[src/logic/cache_pkg.sv]
package cache_pkg;

  localparam int addr_width = 16;
  // one LRU bit per set only covers two ways
  localparam int num_ways = 2;

  // the field view below is sized for this set count
  localparam int default_sets = 8;
  localparam int offset_width = 3;
  localparam int index_width = $clog2(default_sets);
  localparam int tag_width = addr_width - index_width - offset_width;
  localparam int word_addr_width = addr_width - offset_width;

  typedef struct packed {
    logic [tag_width-1:0]    tag;
    logic [index_width-1:0]  index;
    logic [offset_width-1:0] offset;
  } addr_fields_t;

  // flat byte address for requesters, split fields for the array
  typedef union packed {
    logic [addr_width-1:0] raw;
    addr_fields_t          f;
  } cache_addr_u;

  typedef struct packed {
    logic                 valid;
    logic                 dirty;
    logic [tag_width-1:0] tag;
    logic [63:0]          data;
  } cache_line_t;

  typedef struct packed {
    logic                       rd_en;
    logic [word_addr_width-1:0] addr;
  } load_req_t;

  typedef struct packed {
    logic                       wr_en;
    logic [word_addr_width-1:0] addr;
    logic [63:0]                value;
  } store_req_t;

  typedef struct packed {
    logic        valid;
    logic [63:0] value;
  } load_resp_t;

  typedef enum logic [1:0] {
    miss_load,
    miss_store,
    miss_evict
  } miss_kind_e;

  // slot positions in one push, also the order they enter the queue
  localparam int slot_load = 0;
  localparam int slot_store = 1;
  localparam int slot_evict = 2;
  localparam int num_slots = 3;

  typedef struct packed {
    logic        en;
    miss_kind_e  kind;
    cache_addr_u addr;
    logic [63:0] data;
    logic        dirty;
  } miss_slot_t;

  typedef struct packed {
    miss_slot_t [num_slots-1:0] slot;
  } miss_req_t;

  typedef struct packed {
    logic        en;
    cache_addr_u addr;
    logic [63:0] data;
    logic        dirty;
  } fill_t;

endpackage

[src/logic/mem_bus_pkg.sv]
package mem_bus_pkg;

  localparam int bus_addr_width = 16;
  localparam int bus_tag_width = 4;

  typedef enum logic [1:0] {
    bus_none  = 2'd0,
    bus_load  = 2'd1,
    bus_store = 2'd2
  } bus_cmd_e;

  typedef struct packed {
    bus_cmd_e                  command;
    logic [bus_addr_width-1:0] addr;
    logic [63:0]               data;
  } mem_req_t;

  // response 0 means refused, data_tag 0 means no data this cycle
  typedef struct packed {
    logic [bus_tag_width-1:0] response;
    logic [bus_tag_width-1:0] data_tag;
    logic [63:0]              data;
  } mem_resp_t;

endpackage

[src/logic/dcache_array.sv]
`timescale 1ns/10ps

module dcache_array
  import cache_pkg::*;
#(
  parameter int num_sets = 8
) (
  input  logic                                clock,
  input  logic                                reset,
  input  cache_addr_u                         rd_addr,
  input  logic                                rd_search,
  output logic                                rd_hit,
  output logic [63:0]                         rd_data,
  input  cache_addr_u                         wr_addr,
  input  logic                                wr_search,
  input  logic                                wr_en,
  input  logic                                wr_from_fill,
  input  logic                                wr_dirty,
  input  logic                                wr_valid,
  input  logic [63:0]                         wr_data,
  output logic                                wr_hit,
  input  logic [$clog2(num_sets*num_ways)-1:0] sweep_slot,
  output cache_line_t                         sweep_line,
  output cache_line_t                         victim
);

  localparam int set_bits = $clog2(num_sets);

  logic [tag_width-1:0] tags [num_sets][num_ways];
  logic [63:0]          words [num_sets][num_ways];
  logic [num_ways-1:0]  valid_bits [num_sets];
  logic [num_ways-1:0]  dirty_bits [num_sets];
  // way to replace next in each set
  logic [num_sets-1:0]  lru;

  logic [num_ways-1:0]  rd_match;
  logic [num_ways-1:0]  wr_match;
  logic [set_bits-1:0]  rd_set;
  logic [set_bits-1:0]  wr_set;
  logic [set_bits-1:0]  sweep_set;
  logic                 rd_way;
  logic                 wr_way;
  logic                 victim_way;
  logic                 sweep_way;

  assign rd_set = rd_addr.f.index;
  assign wr_set = wr_addr.f.index;
  // sweep walks way-minor
  assign sweep_set = sweep_slot[set_bits:1];
  assign sweep_way = sweep_slot[0];

  always_comb begin
    for (int w = 0; w < num_ways; w++) begin
      rd_match[w] = valid_bits[rd_set][w] && (tags[rd_set][w] == rd_addr.f.tag);
      wr_match[w] = valid_bits[wr_set][w] && (tags[wr_set][w] == wr_addr.f.tag);
    end
  end

  assign rd_way = rd_match[1];
  assign wr_way = wr_match[1];
  assign rd_hit = rd_search && (|rd_match);
  assign rd_data = words[rd_set][rd_way];
  assign wr_hit = wr_search && (|wr_match);

  // empty way first, otherwise the LRU way
  assign victim_way = !valid_bits[wr_set][0] ? 1'b0 :
                      !valid_bits[wr_set][1] ? 1'b1 : lru[wr_set];

  assign victim.valid = valid_bits[wr_set][victim_way];
  assign victim.dirty = dirty_bits[wr_set][victim_way];
  assign victim.tag = tags[wr_set][victim_way];
  assign victim.data = words[wr_set][victim_way];

  assign sweep_line.valid = valid_bits[sweep_set][sweep_way];
  assign sweep_line.dirty = dirty_bits[sweep_set][sweep_way];
  assign sweep_line.tag = tags[sweep_set][sweep_way];
  assign sweep_line.data = words[sweep_set][sweep_way];

  // tag and data storage
  always_ff @(posedge clock) begin
    if (wr_en && wr_hit) begin
      // a clean fill never overwrites a line that is already present
      if (!wr_from_fill || wr_dirty) begin
        words[wr_set][wr_way] <= wr_data;
      end
    end else if (wr_en && wr_search && wr_from_fill) begin
      words[wr_set][victim_way] <= wr_data;
      tags[wr_set][victim_way] <= wr_addr.f.tag;
    end
  end

  always_ff @(posedge clock) begin
    if (reset) begin
      for (int s = 0; s < num_sets; s++) begin
        valid_bits[s] <= '0;
        dirty_bits[s] <= '0;
      end
      lru <= '0;
    end else begin
      if (rd_hit) begin
        lru[rd_set] <= !rd_way;
      end
      if (wr_en && !wr_search) begin
        // sweep write, line stays in place
        valid_bits[sweep_set][sweep_way] <= wr_valid;
        dirty_bits[sweep_set][sweep_way] <= wr_dirty;
      end else if (wr_en && wr_hit) begin
        dirty_bits[wr_set][wr_way] <= dirty_bits[wr_set][wr_way] | wr_dirty;
        lru[wr_set] <= !wr_way;
      end else if (wr_en && wr_from_fill) begin
        valid_bits[wr_set][victim_way] <= wr_valid;
        dirty_bits[wr_set][victim_way] <= wr_dirty;
        lru[wr_set] <= !victim_way;
      end
    end
  end

endmodule

[src/logic/flush_counter.sv]
`timescale 1ns/10ps

module flush_counter
  import cache_pkg::*;
#(
  parameter int num_sets = 8
) (
  input  logic                                clock,
  input  logic                                reset,
  input  logic                                start,
  input  logic                                step,
  output logic [$clog2(num_sets*num_ways)-1:0] slot,
  output logic                                last
);

  localparam int slot_bits = $clog2(num_sets * num_ways);
  localparam logic [slot_bits-1:0] last_slot = slot_bits'(num_sets * num_ways - 1);

  // way in bit 0, set above it
  always_ff @(posedge clock) begin
    if (reset || start) begin
      slot <= '0;
    end else if (step) begin
      slot <= slot + 1'b1;
    end
  end

  assign last = (slot == last_slot);

endmodule

[src/logic/flush_sequencer.sv]
`timescale 1ns/10ps

module flush_sequencer (
  input  logic clock,
  input  logic reset,
  input  logic write_back,
  input  logic queue_empty,
  input  logic sweep_last,
  input  logic sweep_step,
  output logic sweeping,
  output logic halt_pipeline
);

  typedef enum logic [1:0] {
    st_idle,
    st_drain,
    st_sweep,
    st_done
  } state_e;

  state_e state;
  state_e next_state;

  always_comb begin
    next_state = state;
    case (state)
      st_idle: begin
        if (write_back) begin
          next_state = st_drain;
        end
      end
      st_drain: begin
        // outstanding misses finish before the sweep starts
        if (queue_empty) begin
          next_state = st_sweep;
        end
      end
      st_sweep: begin
        if (sweep_step && sweep_last) begin
          next_state = st_done;
        end
      end
      default: next_state = st_done;
    endcase
  end

  always_ff @(posedge clock) begin
    if (reset) begin
      state <= st_idle;
    end else begin
      state <= next_state;
    end
  end

  assign sweeping = (state == st_sweep);
  assign halt_pipeline = (state == st_done) && queue_empty;

endmodule

[src/logic/miss_queue.sv]
`timescale 1ns/10ps

module miss_queue
  import cache_pkg::*, mem_bus_pkg::*;
#(
  parameter int miss_depth = 4
) (
  input  logic      clock,
  input  logic      reset,
  input  miss_req_t miss_req,
  output logic      queue_ready,
  output logic      queue_empty,
  output fill_t     fill,
  input  logic      fill_taken,
  output mem_req_t  mem_req,
  input  mem_resp_t mem_resp
);

  // power-of-two depth, pointers wrap by themselves
  localparam int ptr_width = $clog2(miss_depth);

  typedef struct packed {
    miss_kind_e               kind;
    cache_addr_u              addr;
    logic [63:0]              data;
    logic                     dirty;
    logic [bus_tag_width-1:0] tag;
  } entry_t;

  entry_t                entries [miss_depth];
  logic [miss_depth-1:0] busy;
  logic [miss_depth-1:0] issued;
  logic [miss_depth-1:0] returned;
  logic [miss_depth-1:0] data_match;
  logic [ptr_width-1:0]  head;
  logic [ptr_width-1:0]  issue;
  logic [ptr_width-1:0]  tail;
  logic [ptr_width-1:0]  slot_ptr [num_slots];
  logic [1:0]            push_count;
  logic                  issue_valid;
  logic                  accepted;
  logic                  retire;
  entry_t                head_entry;
  entry_t                issue_entry;

  // enabled slots land at consecutive entries from tail
  always_comb begin
    push_count = '0;
    for (int k = 0; k < num_slots; k++) begin
      slot_ptr[k] = tail + ptr_width'(push_count);
      if (miss_req.slot[k].en) begin
        push_count = push_count + 2'd1;
      end
    end
  end

  // room for a full push, counting the one already on its way in
  assign queue_ready = ($countones(busy) + int'(push_count) + num_slots) <= miss_depth;
  assign queue_empty = (busy == '0) && (push_count == '0);

  assign head_entry = entries[head];
  assign issue_entry = entries[issue];

  assign issue_valid = busy[issue] && !issued[issue];
  assign accepted = issue_valid && (mem_resp.response != '0);

  assign mem_req.command = !issue_valid ? bus_none :
                           (issue_entry.kind == miss_evict) ? bus_store : bus_load;
  assign mem_req.addr = issue_entry.addr.raw;
  assign mem_req.data = issue_entry.data;

  always_comb begin
    for (int i = 0; i < miss_depth; i++) begin
      data_match[i] = busy[i] && issued[i] && !returned[i] &&
                      (entries[i].kind != miss_evict) &&
                      (mem_resp.data_tag != '0) && (mem_resp.data_tag == entries[i].tag);
    end
  end

  // fills leave in queue order from head
  assign fill.en = busy[head] && returned[head];
  assign fill.addr = head_entry.addr;
  assign fill.data = head_entry.data;
  assign fill.dirty = head_entry.dirty;

  // evicts are done once memory takes them
  assign retire = busy[head] && ((head_entry.kind == miss_evict) ? issued[head] :
                                 (returned[head] && fill_taken));

  always_ff @(posedge clock) begin
    if (reset) begin
      busy <= '0;
      issued <= '0;
      returned <= '0;
      head <= '0;
      issue <= '0;
      tail <= '0;
    end else begin
      for (int k = 0; k < num_slots; k++) begin
        if (miss_req.slot[k].en) begin
          busy[slot_ptr[k]] <= 1'b1;
          issued[slot_ptr[k]] <= 1'b0;
          returned[slot_ptr[k]] <= 1'b0;
        end
      end
      for (int i = 0; i < miss_depth; i++) begin
        if (data_match[i]) begin
          returned[i] <= 1'b1;
        end
      end
      if (accepted) begin
        issued[issue] <= 1'b1;
        issue <= issue + 1'b1;
      end
      if (retire) begin
        busy[head] <= 1'b0;
        head <= head + 1'b1;
      end
      tail <= tail + ptr_width'(push_count);
    end
  end

  always_ff @(posedge clock) begin
    for (int k = 0; k < num_slots; k++) begin
      if (miss_req.slot[k].en) begin
        entries[slot_ptr[k]].kind <= miss_req.slot[k].kind;
        entries[slot_ptr[k]].addr <= miss_req.slot[k].addr;
        entries[slot_ptr[k]].data <= miss_req.slot[k].data;
        entries[slot_ptr[k]].dirty <= miss_req.slot[k].dirty;
      end
    end
    if (accepted) begin
      entries[issue].tag <= mem_resp.response;
    end
    for (int i = 0; i < miss_depth; i++) begin
      // one-word line, store data covers the whole returned word
      if (data_match[i] && (entries[i].kind != miss_store)) begin
        entries[i].data <= mem_resp.data;
      end
    end
  end

endmodule

[src/logic/dcache_controller.sv]
`timescale 1ns/10ps

module dcache_controller
  import cache_pkg::*, mem_bus_pkg::*;
#(
  parameter int num_sets = 8,
  parameter int miss_depth = 4
) (
  input  logic       clock,
  input  logic       reset,
  input  load_req_t  load_req,
  output load_resp_t load_resp,
  input  store_req_t store_req,
  output logic       store_accept,
  output mem_req_t   mem_req,
  input  mem_resp_t  mem_resp,
  input  logic       write_back,
  output logic       halt_pipeline
);

  localparam int slot_bits = $clog2(num_sets * num_ways);

  cache_addr_u          rd_addr;
  cache_addr_u          wr_addr;
  cache_addr_u          store_addr;
  cache_addr_u          sweep_addr;
  cache_addr_u          victim_addr;
  logic                 rd_hit;
  logic [63:0]          rd_data;
  logic                 wr_hit;
  logic                 wr_search;
  logic                 wr_en;
  logic                 wr_from_fill;
  logic                 wr_dirty;
  logic                 wr_valid;
  logic [63:0]          wr_data;
  logic [slot_bits-1:0] sweep_slot;
  cache_line_t          sweep_line;
  cache_line_t          victim;
  miss_req_t            miss_req;
  miss_req_t            next_miss_req;
  fill_t                fill;
  logic                 fill_taken;
  logic                 queue_ready;
  logic                 queue_empty;
  logic                 sweeping;
  logic                 sweep_step;
  logic                 sweep_last;
  logic                 store_miss;
  logic                 evict_en;
  // a load miss is queued once while its requester holds rd_en
  logic                 load_wait;

  assign rd_addr = {load_req.addr, 3'b000};
  assign store_addr = {store_req.addr, 3'b000};
  assign sweep_addr = {sweep_line.tag, sweep_slot[slot_bits-1:1], 3'b000};
  assign victim_addr = {victim.tag, wr_addr.f.index, 3'b000};

  // write port priority: sweep, then store, then fill
  always_comb begin
    wr_addr = fill.addr;
    wr_search = fill.en;
    wr_en = fill.en;
    wr_from_fill = 1'b1;
    wr_dirty = fill.dirty;
    wr_valid = 1'b1;
    wr_data = fill.data;
    if (sweeping) begin
      wr_addr = sweep_addr;
      wr_search = 1'b0;
      wr_en = sweep_step;
      wr_from_fill = 1'b0;
      wr_dirty = 1'b0;
      wr_valid = sweep_line.valid;
      wr_data = sweep_line.data;
    end else if (store_req.wr_en) begin
      wr_addr = store_addr;
      wr_search = 1'b1;
      wr_en = wr_hit;
      wr_from_fill = 1'b0;
      wr_dirty = 1'b1;
      wr_data = store_req.value;
    end
  end

  // a fill retires its own entry, so its evict always finds room
  assign fill_taken = wr_from_fill && wr_en;

  assign sweep_step = sweeping && queue_ready;

  assign store_miss = store_req.wr_en && !sweeping && !wr_hit && queue_ready;
  assign store_accept = store_req.wr_en && !sweeping && (wr_hit || queue_ready);

  assign load_resp.valid = rd_hit && queue_ready;
  assign load_resp.value = rd_data;

  assign evict_en = (fill_taken && !wr_hit && victim.valid && victim.dirty) ||
                    (sweep_step && sweep_line.valid && sweep_line.dirty);

  always_comb begin
    next_miss_req = '0;

    next_miss_req.slot[slot_load].en = load_req.rd_en && !rd_hit && queue_ready && !load_wait;
    next_miss_req.slot[slot_load].kind = miss_load;
    next_miss_req.slot[slot_load].addr = rd_addr;

    next_miss_req.slot[slot_store].en = store_miss;
    next_miss_req.slot[slot_store].kind = miss_store;
    next_miss_req.slot[slot_store].addr = store_addr;
    next_miss_req.slot[slot_store].data = store_req.value;
    next_miss_req.slot[slot_store].dirty = 1'b1;

    next_miss_req.slot[slot_evict].en = evict_en;
    next_miss_req.slot[slot_evict].kind = miss_evict;
    next_miss_req.slot[slot_evict].addr = sweeping ? sweep_addr : victim_addr;
    next_miss_req.slot[slot_evict].data = sweeping ? sweep_line.data : victim.data;
  end

  always_ff @(posedge clock) begin
    if (reset) begin
      miss_req <= '0;
      load_wait <= 1'b0;
    end else begin
      miss_req <= next_miss_req;
      if (load_resp.valid) begin
        load_wait <= 1'b0;
      end else if (next_miss_req.slot[slot_load].en) begin
        load_wait <= 1'b1;
      end
    end
  end

  dcache_array #(
    .num_sets(num_sets)
  ) u_array (
    .clock       (clock),
    .reset       (reset),
    .rd_addr     (rd_addr),
    .rd_search   (load_req.rd_en),
    .rd_hit      (rd_hit),
    .rd_data     (rd_data),
    .wr_addr     (wr_addr),
    .wr_search   (wr_search),
    .wr_en       (wr_en),
    .wr_from_fill(wr_from_fill),
    .wr_dirty    (wr_dirty),
    .wr_valid    (wr_valid),
    .wr_data     (wr_data),
    .wr_hit      (wr_hit),
    .sweep_slot  (sweep_slot),
    .sweep_line  (sweep_line),
    .victim      (victim)
  );

  miss_queue #(
    .miss_depth(miss_depth)
  ) u_miss_queue (
    .clock      (clock),
    .reset      (reset),
    .miss_req   (miss_req),
    .queue_ready(queue_ready),
    .queue_empty(queue_empty),
    .fill       (fill),
    .fill_taken (fill_taken),
    .mem_req    (mem_req),
    .mem_resp   (mem_resp)
  );

  flush_sequencer u_flush_sequencer (
    .clock        (clock),
    .reset        (reset),
    .write_back   (write_back),
    .queue_empty  (queue_empty),
    .sweep_last   (sweep_last),
    .sweep_step   (sweep_step),
    .sweeping     (sweeping),
    .halt_pipeline(halt_pipeline)
  );

  flush_counter #(
    .num_sets(num_sets)
  ) u_flush_counter (
    .clock(clock),
    .reset(reset),
    .start(write_back && !sweeping),
    .step (sweep_step),
    .slot (sweep_slot),
    .last (sweep_last)
  );

endmodule

[config.mk]
export PLATFORM = sky130hd
export DESIGN_NAME = dcache_controller
export DESIGN_NICKNAME = d
export VERILOG_FILES = /design/src/logic/cache_pkg.sv /design/src/logic/mem_bus_pkg.sv /design/src/logic/dcache_array.sv /design/src/logic/flush_counter.sv /design/src/logic/flush_sequencer.sv /design/src/logic/miss_queue.sv /design/src/logic/dcache_controller.sv
export SDC_FILE = /design/constraint.sdc
export NUM_CORES = 2
export LEC_CHECK = 0
export ABC_AREA = 1
export BUFFER_PORTS_ARGS = -buffer_cell sky130_fd_sc_hd__buf_2
export CELL_PAD_IN_SITES_DETAIL_PLACEMENT = 1
export CELL_PAD_IN_SITES_GLOBAL_PLACEMENT = 2
export CORE_ASPECT_RATIO = 1.2
export CORE_MARGIN = 2
export CORE_UTILIZATION = 40
export DETAILED_ROUTE_END_ITERATION = 12
export PLACE_DENSITY = 0.82
export SLEW_MARGIN = 15
export SYNTH_ARGS = -nofsm -noshare
export SYNTH_HDL_FRONTEND = slang
export SYNTH_SLANG_ARGS = --single-unit
[constraint.sdc]
create_clock -name clock -period 8.2 [get_ports clock]
set_input_delay 1.64 -clock clock [delete_from_list [all_inputs] [get_ports clock]]
set_output_delay 1.64 -clock clock [all_outputs]
set_load 0.01 [all_outputs]
Word level (Yosys, flattened, before mapping). Memory sizes are Yosys's and may differ from the RTL's. A register that Yosys moved wholly into a read port is not among the register bits. Index checks and enable logic that the tools add are counted. W data, S select, Z words.

Add/sub/neg operators: 13. Order comparisons: 27. Eq/ne operators: 25. Mux-type cells: 313. Bitwise gates (word level): 150. Reduce and logical (&&, ||, !) cells: 101.

Operators by type and width (number): $mux W64 (14); $mux W128 (2); $mux W251 (1); $mux W1 (204); $or A1 B1 Y1 (131); $demux W64 S1 (2); $mux W4 (19); $logic_and A1 B1 Y1 (70); $mux W10 (7); $mux W16 (3); $mux W2 (22); $eq A10 B10 Y1 (4); $mux W8 (5); $mux W3 (12); $add A32 B3 Y32 (1); $add A32 B3 Y32 const B (1); $add A32 B32 Y32 (1); $le A32 B4 Y1 const B (1); $and A4 B4 Y4 (7); $bwmux W8 (3); $mux W20 (1); $eq A4 B4 Y1 (4); $not A4 Y4 (4); $or A4 B4 Y4 (4); 34 further kinds (106).

Bits in registers: 285. Memory bits (writable): 1564. Input bits: 167. Word-level logic and storage cells: 661. Memories kept: 5.

Memories: u_array.words (depth 8, bits a word 128, read ports 3, clocked after memory_dff 1, write ports 1, line dcache_array.sv:30) `logic [63:0] words [num_sets][num_ways];`; u_miss_queue.entries (depth 4, bits a word 87, read ports 6, clocked after memory_dff 2, write ports 8, line miss_queue.sv:30) `entry_t entries [miss_depth];`; u_array.tags (depth 8, bits a word 20, read ports 3, clocked after memory_dff 1, write ports 1, line dcache_array.sv:29) `logic [tag_width-1:0] tags [num_sets][num_ways];`; u_array.dirty_bits (depth 8, bits a word 2, read ports 2, clocked after memory_dff 1, write ports 8, line dcache_array.sv:32) `logic [num_ways-1:0] dirty_bits [num_sets];`; u_array.valid_bits (depth 8, bits a word 2, read ports 3, clocked after memory_dff 1, write ports 8, line dcache_array.sv:31) `logic [num_ways-1:0] valid_bits [num_sets];`.

Longest topological paths before layout. An unclocked memory read counts as a cell.

Depth after elaboration: 21. Gate-level depth with buffers: 30. Gate-level depth less buffers: 28.

Modules after synthesis. From an unflattened synthesis, not the netlist that was laid out.

Cell total of the unflattened synthesis: 11936. Area, all modules: 99882.0 µm².

Modules (own cells, without submodules): dcache_array (instances 1, cells each 7076, area an instance 65798.1 µm², sequential area each 36675.2 µm²); miss_queue (instances 1, cells each 3986, area an instance 27435.1 µm², sequential area each 10890.4 µm²); dcache_controller (instances 1, cells each 834, area an instance 6374.9 µm², sequential area each 3443.3 µm²); flush_counter (instances 1, cells each 24, area an instance 176.4 µm², sequential area each 80.1 µm²); flush_sequencer (instances 1, cells each 16, area an instance 97.6 µm², sequential area each 40.0 µm²).

Least setup slack after synthesis. No wires, ideal clock.

Path type: input port to flip-flop. From: input port store_req[77] (netlist bit). To: memory u_array.words[0][0] (netlist bit) (enable). Library setup time: 0.486 ns. Data arrival time: 6.568 ns. Required time: 7.714 ns. Path slack: 1.146 ns. Stages on the path: 21. Path through: nor2_2 -> buf_2 -> inv_1 -> a21oi_1 -> a21oi_1 -> nand2_1 -> inv_1 -> nand2_1 -> nand2_1 -> nor2_1 -> nand2_1 -> nor2_2 -> nand2_4 -> nand2_4 -> nand2_1 -> clkbuf_1 -> a21oi_1 -> nand3_1 -> nand2_1 -> inv_1 -> nor2_1.

RTL lines: start, declared (line dcache_controller.sv:13) `input store_req_t store_req,`; end, declared (line dcache_array.sv:30).

==> flow_metrics.tcl <==
set metrics [dict create \
    yosys_most_used_dff "edfxtp_1" \
    vias 92500 \
    holdCritPathClass "flop to flop" \
    synthTopCellsByCount "1548 x edfxtp_1, 1523 x nand2_1, 1084 x o21ai_0" \
    wl_per_cell_um 35.5 \
    r2r_setup_slack_ps 1640 \
    cap_violations 0 \
    drt_iter0_markers 13300 \
    cts_max_level 4 \
    worst_slack_ps 818 \
    viasPerCell 6.85 \
    track_usage_pct 38.8 \
    grt.overflow.total 0 \
    r2r_end "u_array.words[0][97]" \
    critPathLaunchType "primary input" \
    ctsHoldBuffers 0 \
    finalCriticalPeriod_ps 7380 \
    synth-seq-area-share_pct 54.1 \
    tightest_slew_ps 1390 \
    ys_warn_count 0 \
    clk_pin_slew_ps 60 \
    yosysTopAreaCell "edfxtp_1" \
    relSlewSlack_pct 7.06 \
    worstSetupEndpointType "primary output" \
    p_leak_nw 38.2 \
    finalHoldViolations 0 \
    synth_edf_count 1548 \
    ios 316 \
    tns_ps 0 \
    synth.distinct_cells 62 \
    drive_gt1_share_pct 9.35 \
    worst-endpoint-arrival_ps 5740 \
    hold_start "u_miss_queue.issued[2]" \
    start_util_pct 40.2 \
    cts_tree "done" \
    pre_cts_ws_ps 995 \
    setup.worst_path.end "load_resp[22]" \
    ys_top_cells_by_area "edfxtp_1 50%, nand2_1 6.1%, o21ai_0 5.8%, dfxtp_1 4.5%, inv_1 4.0%" \
    cts_sinks 1759 \
    die_w_um 446 \
    wirelength_um 480000 \
    async_flop_share_pct 0 \
    drv_slew 0 \
    skew_ps 87.9 \
    drc 0 \
    ctsResizeCount 0 \
    synth.cell_area_um2 93700 \
    yosysMostFrequentCell "edfxtp_1" \
    clockBufferDepth 4 \
    cts-buffers-inserted 198 \
    syn_area_per_cell_um2 9.02 \
    gp_routability_congestion 0.969 \
    dp.final_hpwl_um 282000 \
    cts-root-buf "clkbuf_16" \
    grt_pass1_wl_um 672000 \
    drt.antenna.violating_nets 0 \
    post_cts_buffers 0 \
    clock_latency_ps 920 \
    grt_max_degree 210 \
    min_period_over_period_pct 90.0 \
    die_area_um2 238000 \
    vdd_drop_max_mv 0.276 \
    crit_start "load_req[0]" \
    antenna_found_initial 77 \
    core_area_um2 233000 \
    clock.fmax_ghz 0.135 \
    r2r_cells 24 \
    path_class "primary input to primary output" \
    rsz0062_at_grt "no" \
    crit_required_ps 6560 \
    fp.dieH_um 534 \
    post_dp_cell_area_um2 98300 \
    design_area_um2 105000 \
    syn-instance-count 10400 \
    synthToLayoutAreaGrowth_pct 11.8 \
    rows 194 \
    outcome "complete, no violations" \
    grt_pass1_vias 91700 \
    setup_violations 0 \
    synth_top_area_share_pct 49.6 \
    synth-seq-cells 1759 \
    final_nets 10500 \
    power.density_nw_per_um2 339 \
    portBuffers 312 \
    worstPathMaxFanout 29 \
    drt_first_pass_iters 6 \
]
[metal layers]
layer  global-route usage (%)  vias up  part of all wire, %
met3                     10.1     1706                   12
li1                         -    37700                    -
met2                     59.4     6704                   44
met4                     22.7       60                  6.3
met5                        0        -                0.078
met1                     49.5    46300                   38
[through the flow]
stage	utilization [%]	hold WS, ps	std cells	total power [mW]
2_1_floorplan	-	439	10400	18.9
3_3_place_gp	42.2	449	13100	25.7
3_5_place_dp	42.2	463	13100	25.9
4_1_cts	44.9	478	13500	34.7
5_1_grt	45.0	499	13500	36.2
6_report	45.0	476	13500	35.5
[worst min-delay path by stage]
stage / end / slack [ps] / depth (start not counted)
global route: u_miss_queue.issued[2] / 500 / 2
global placement: load_wait / 450 / 2
finish: u_miss_queue.issued[2] / 480 / 2
floorplan: load_wait / 440 / 2
CTS: u_miss_queue.issued[2] / 480 / 2
detailed placement: u_miss_queue.issued[2] / 460 / 2
[registers in the layout (all words and copies together), names as in the netlist, 4 cells and up, named ones only]
register,cells
miss_req,171
u_array.tags,160
u_miss_queue.entries,332
u_array.dirty_bits,16
u_miss_queue.busy,4
u_array.words,1024
u_flush_counter.slot,4
u_array.lru,8
u_miss_queue.issued,4
u_array.valid_bits,16
u_miss_queue.returned,4
[worst max-delay path: stages]
cell       delay (ps)
buf_2             240
inv_1             220
nand3_4           140
buf_4             560
o22ai_1           140
a21oi_1           160
o2111ai_1         170
or2_2             300
nand4_1            90
nor2_1             80
nand2_4           110
buf_4             640
nor2_1             80
a31oi_1           840
buf_2             290
[final cells by class]
cell class	count	area [µm²]
Timing Repair Buffer	548	3780
Sequential cell	1759	50700
Antenna cell	30	75.1
Clock inverter	95	876
Tap cell	3038	3800
Clock buffer	255	5360
Inverter	1033	3960
Multi-Input combinational cell	6740	36100
Fill cell	26400	128000
[cells in the final DEF (no fill, tap or decap), drive strengths merged, types with 26 or more instances in the layout]
cell,instances
inv,1035
a41oi,26
clkbuf,257
diode,30
o221ai,68
buf,546
nor3,45
nand3,580
clkinv,68
o311ai,54
o2111ai,66
dfxtp,211
a21oi,748
a221oi,420
nor2,863
edfxtp,1548
nand2,1537
o21ai,1097
nand4,52
a31oi,167
o211ai,200
a22oi,155
o22ai,494
[report_power, final]
part | total (mW) | internal [mW] | switching (mW)
combinational | 14.5 | 3.25 | 11.3
sequential | 12.0 | 11.5 | 0.525
clock | 8.96 | 5.07 | 3.89
total | 35.5 | 19.8 | 15.7
[logic make-up (layout without fill, tap and decap cells)]
group,count (synthesis),after routing,share of synthesized area (%)
adders and majority gates,24,24,0.337
buffers and inverters,1890,1931,7.73
xor gates and xnor gates,20,20,0.187
and+or+nand+nor,3130,3130,13.9
other,1,33,0.00400
AOI/OAI and AO/OA,3563,3563,23.7
DFF,1759,1759,54.1
No activity file was read; power rests on OpenSTA's default activity.
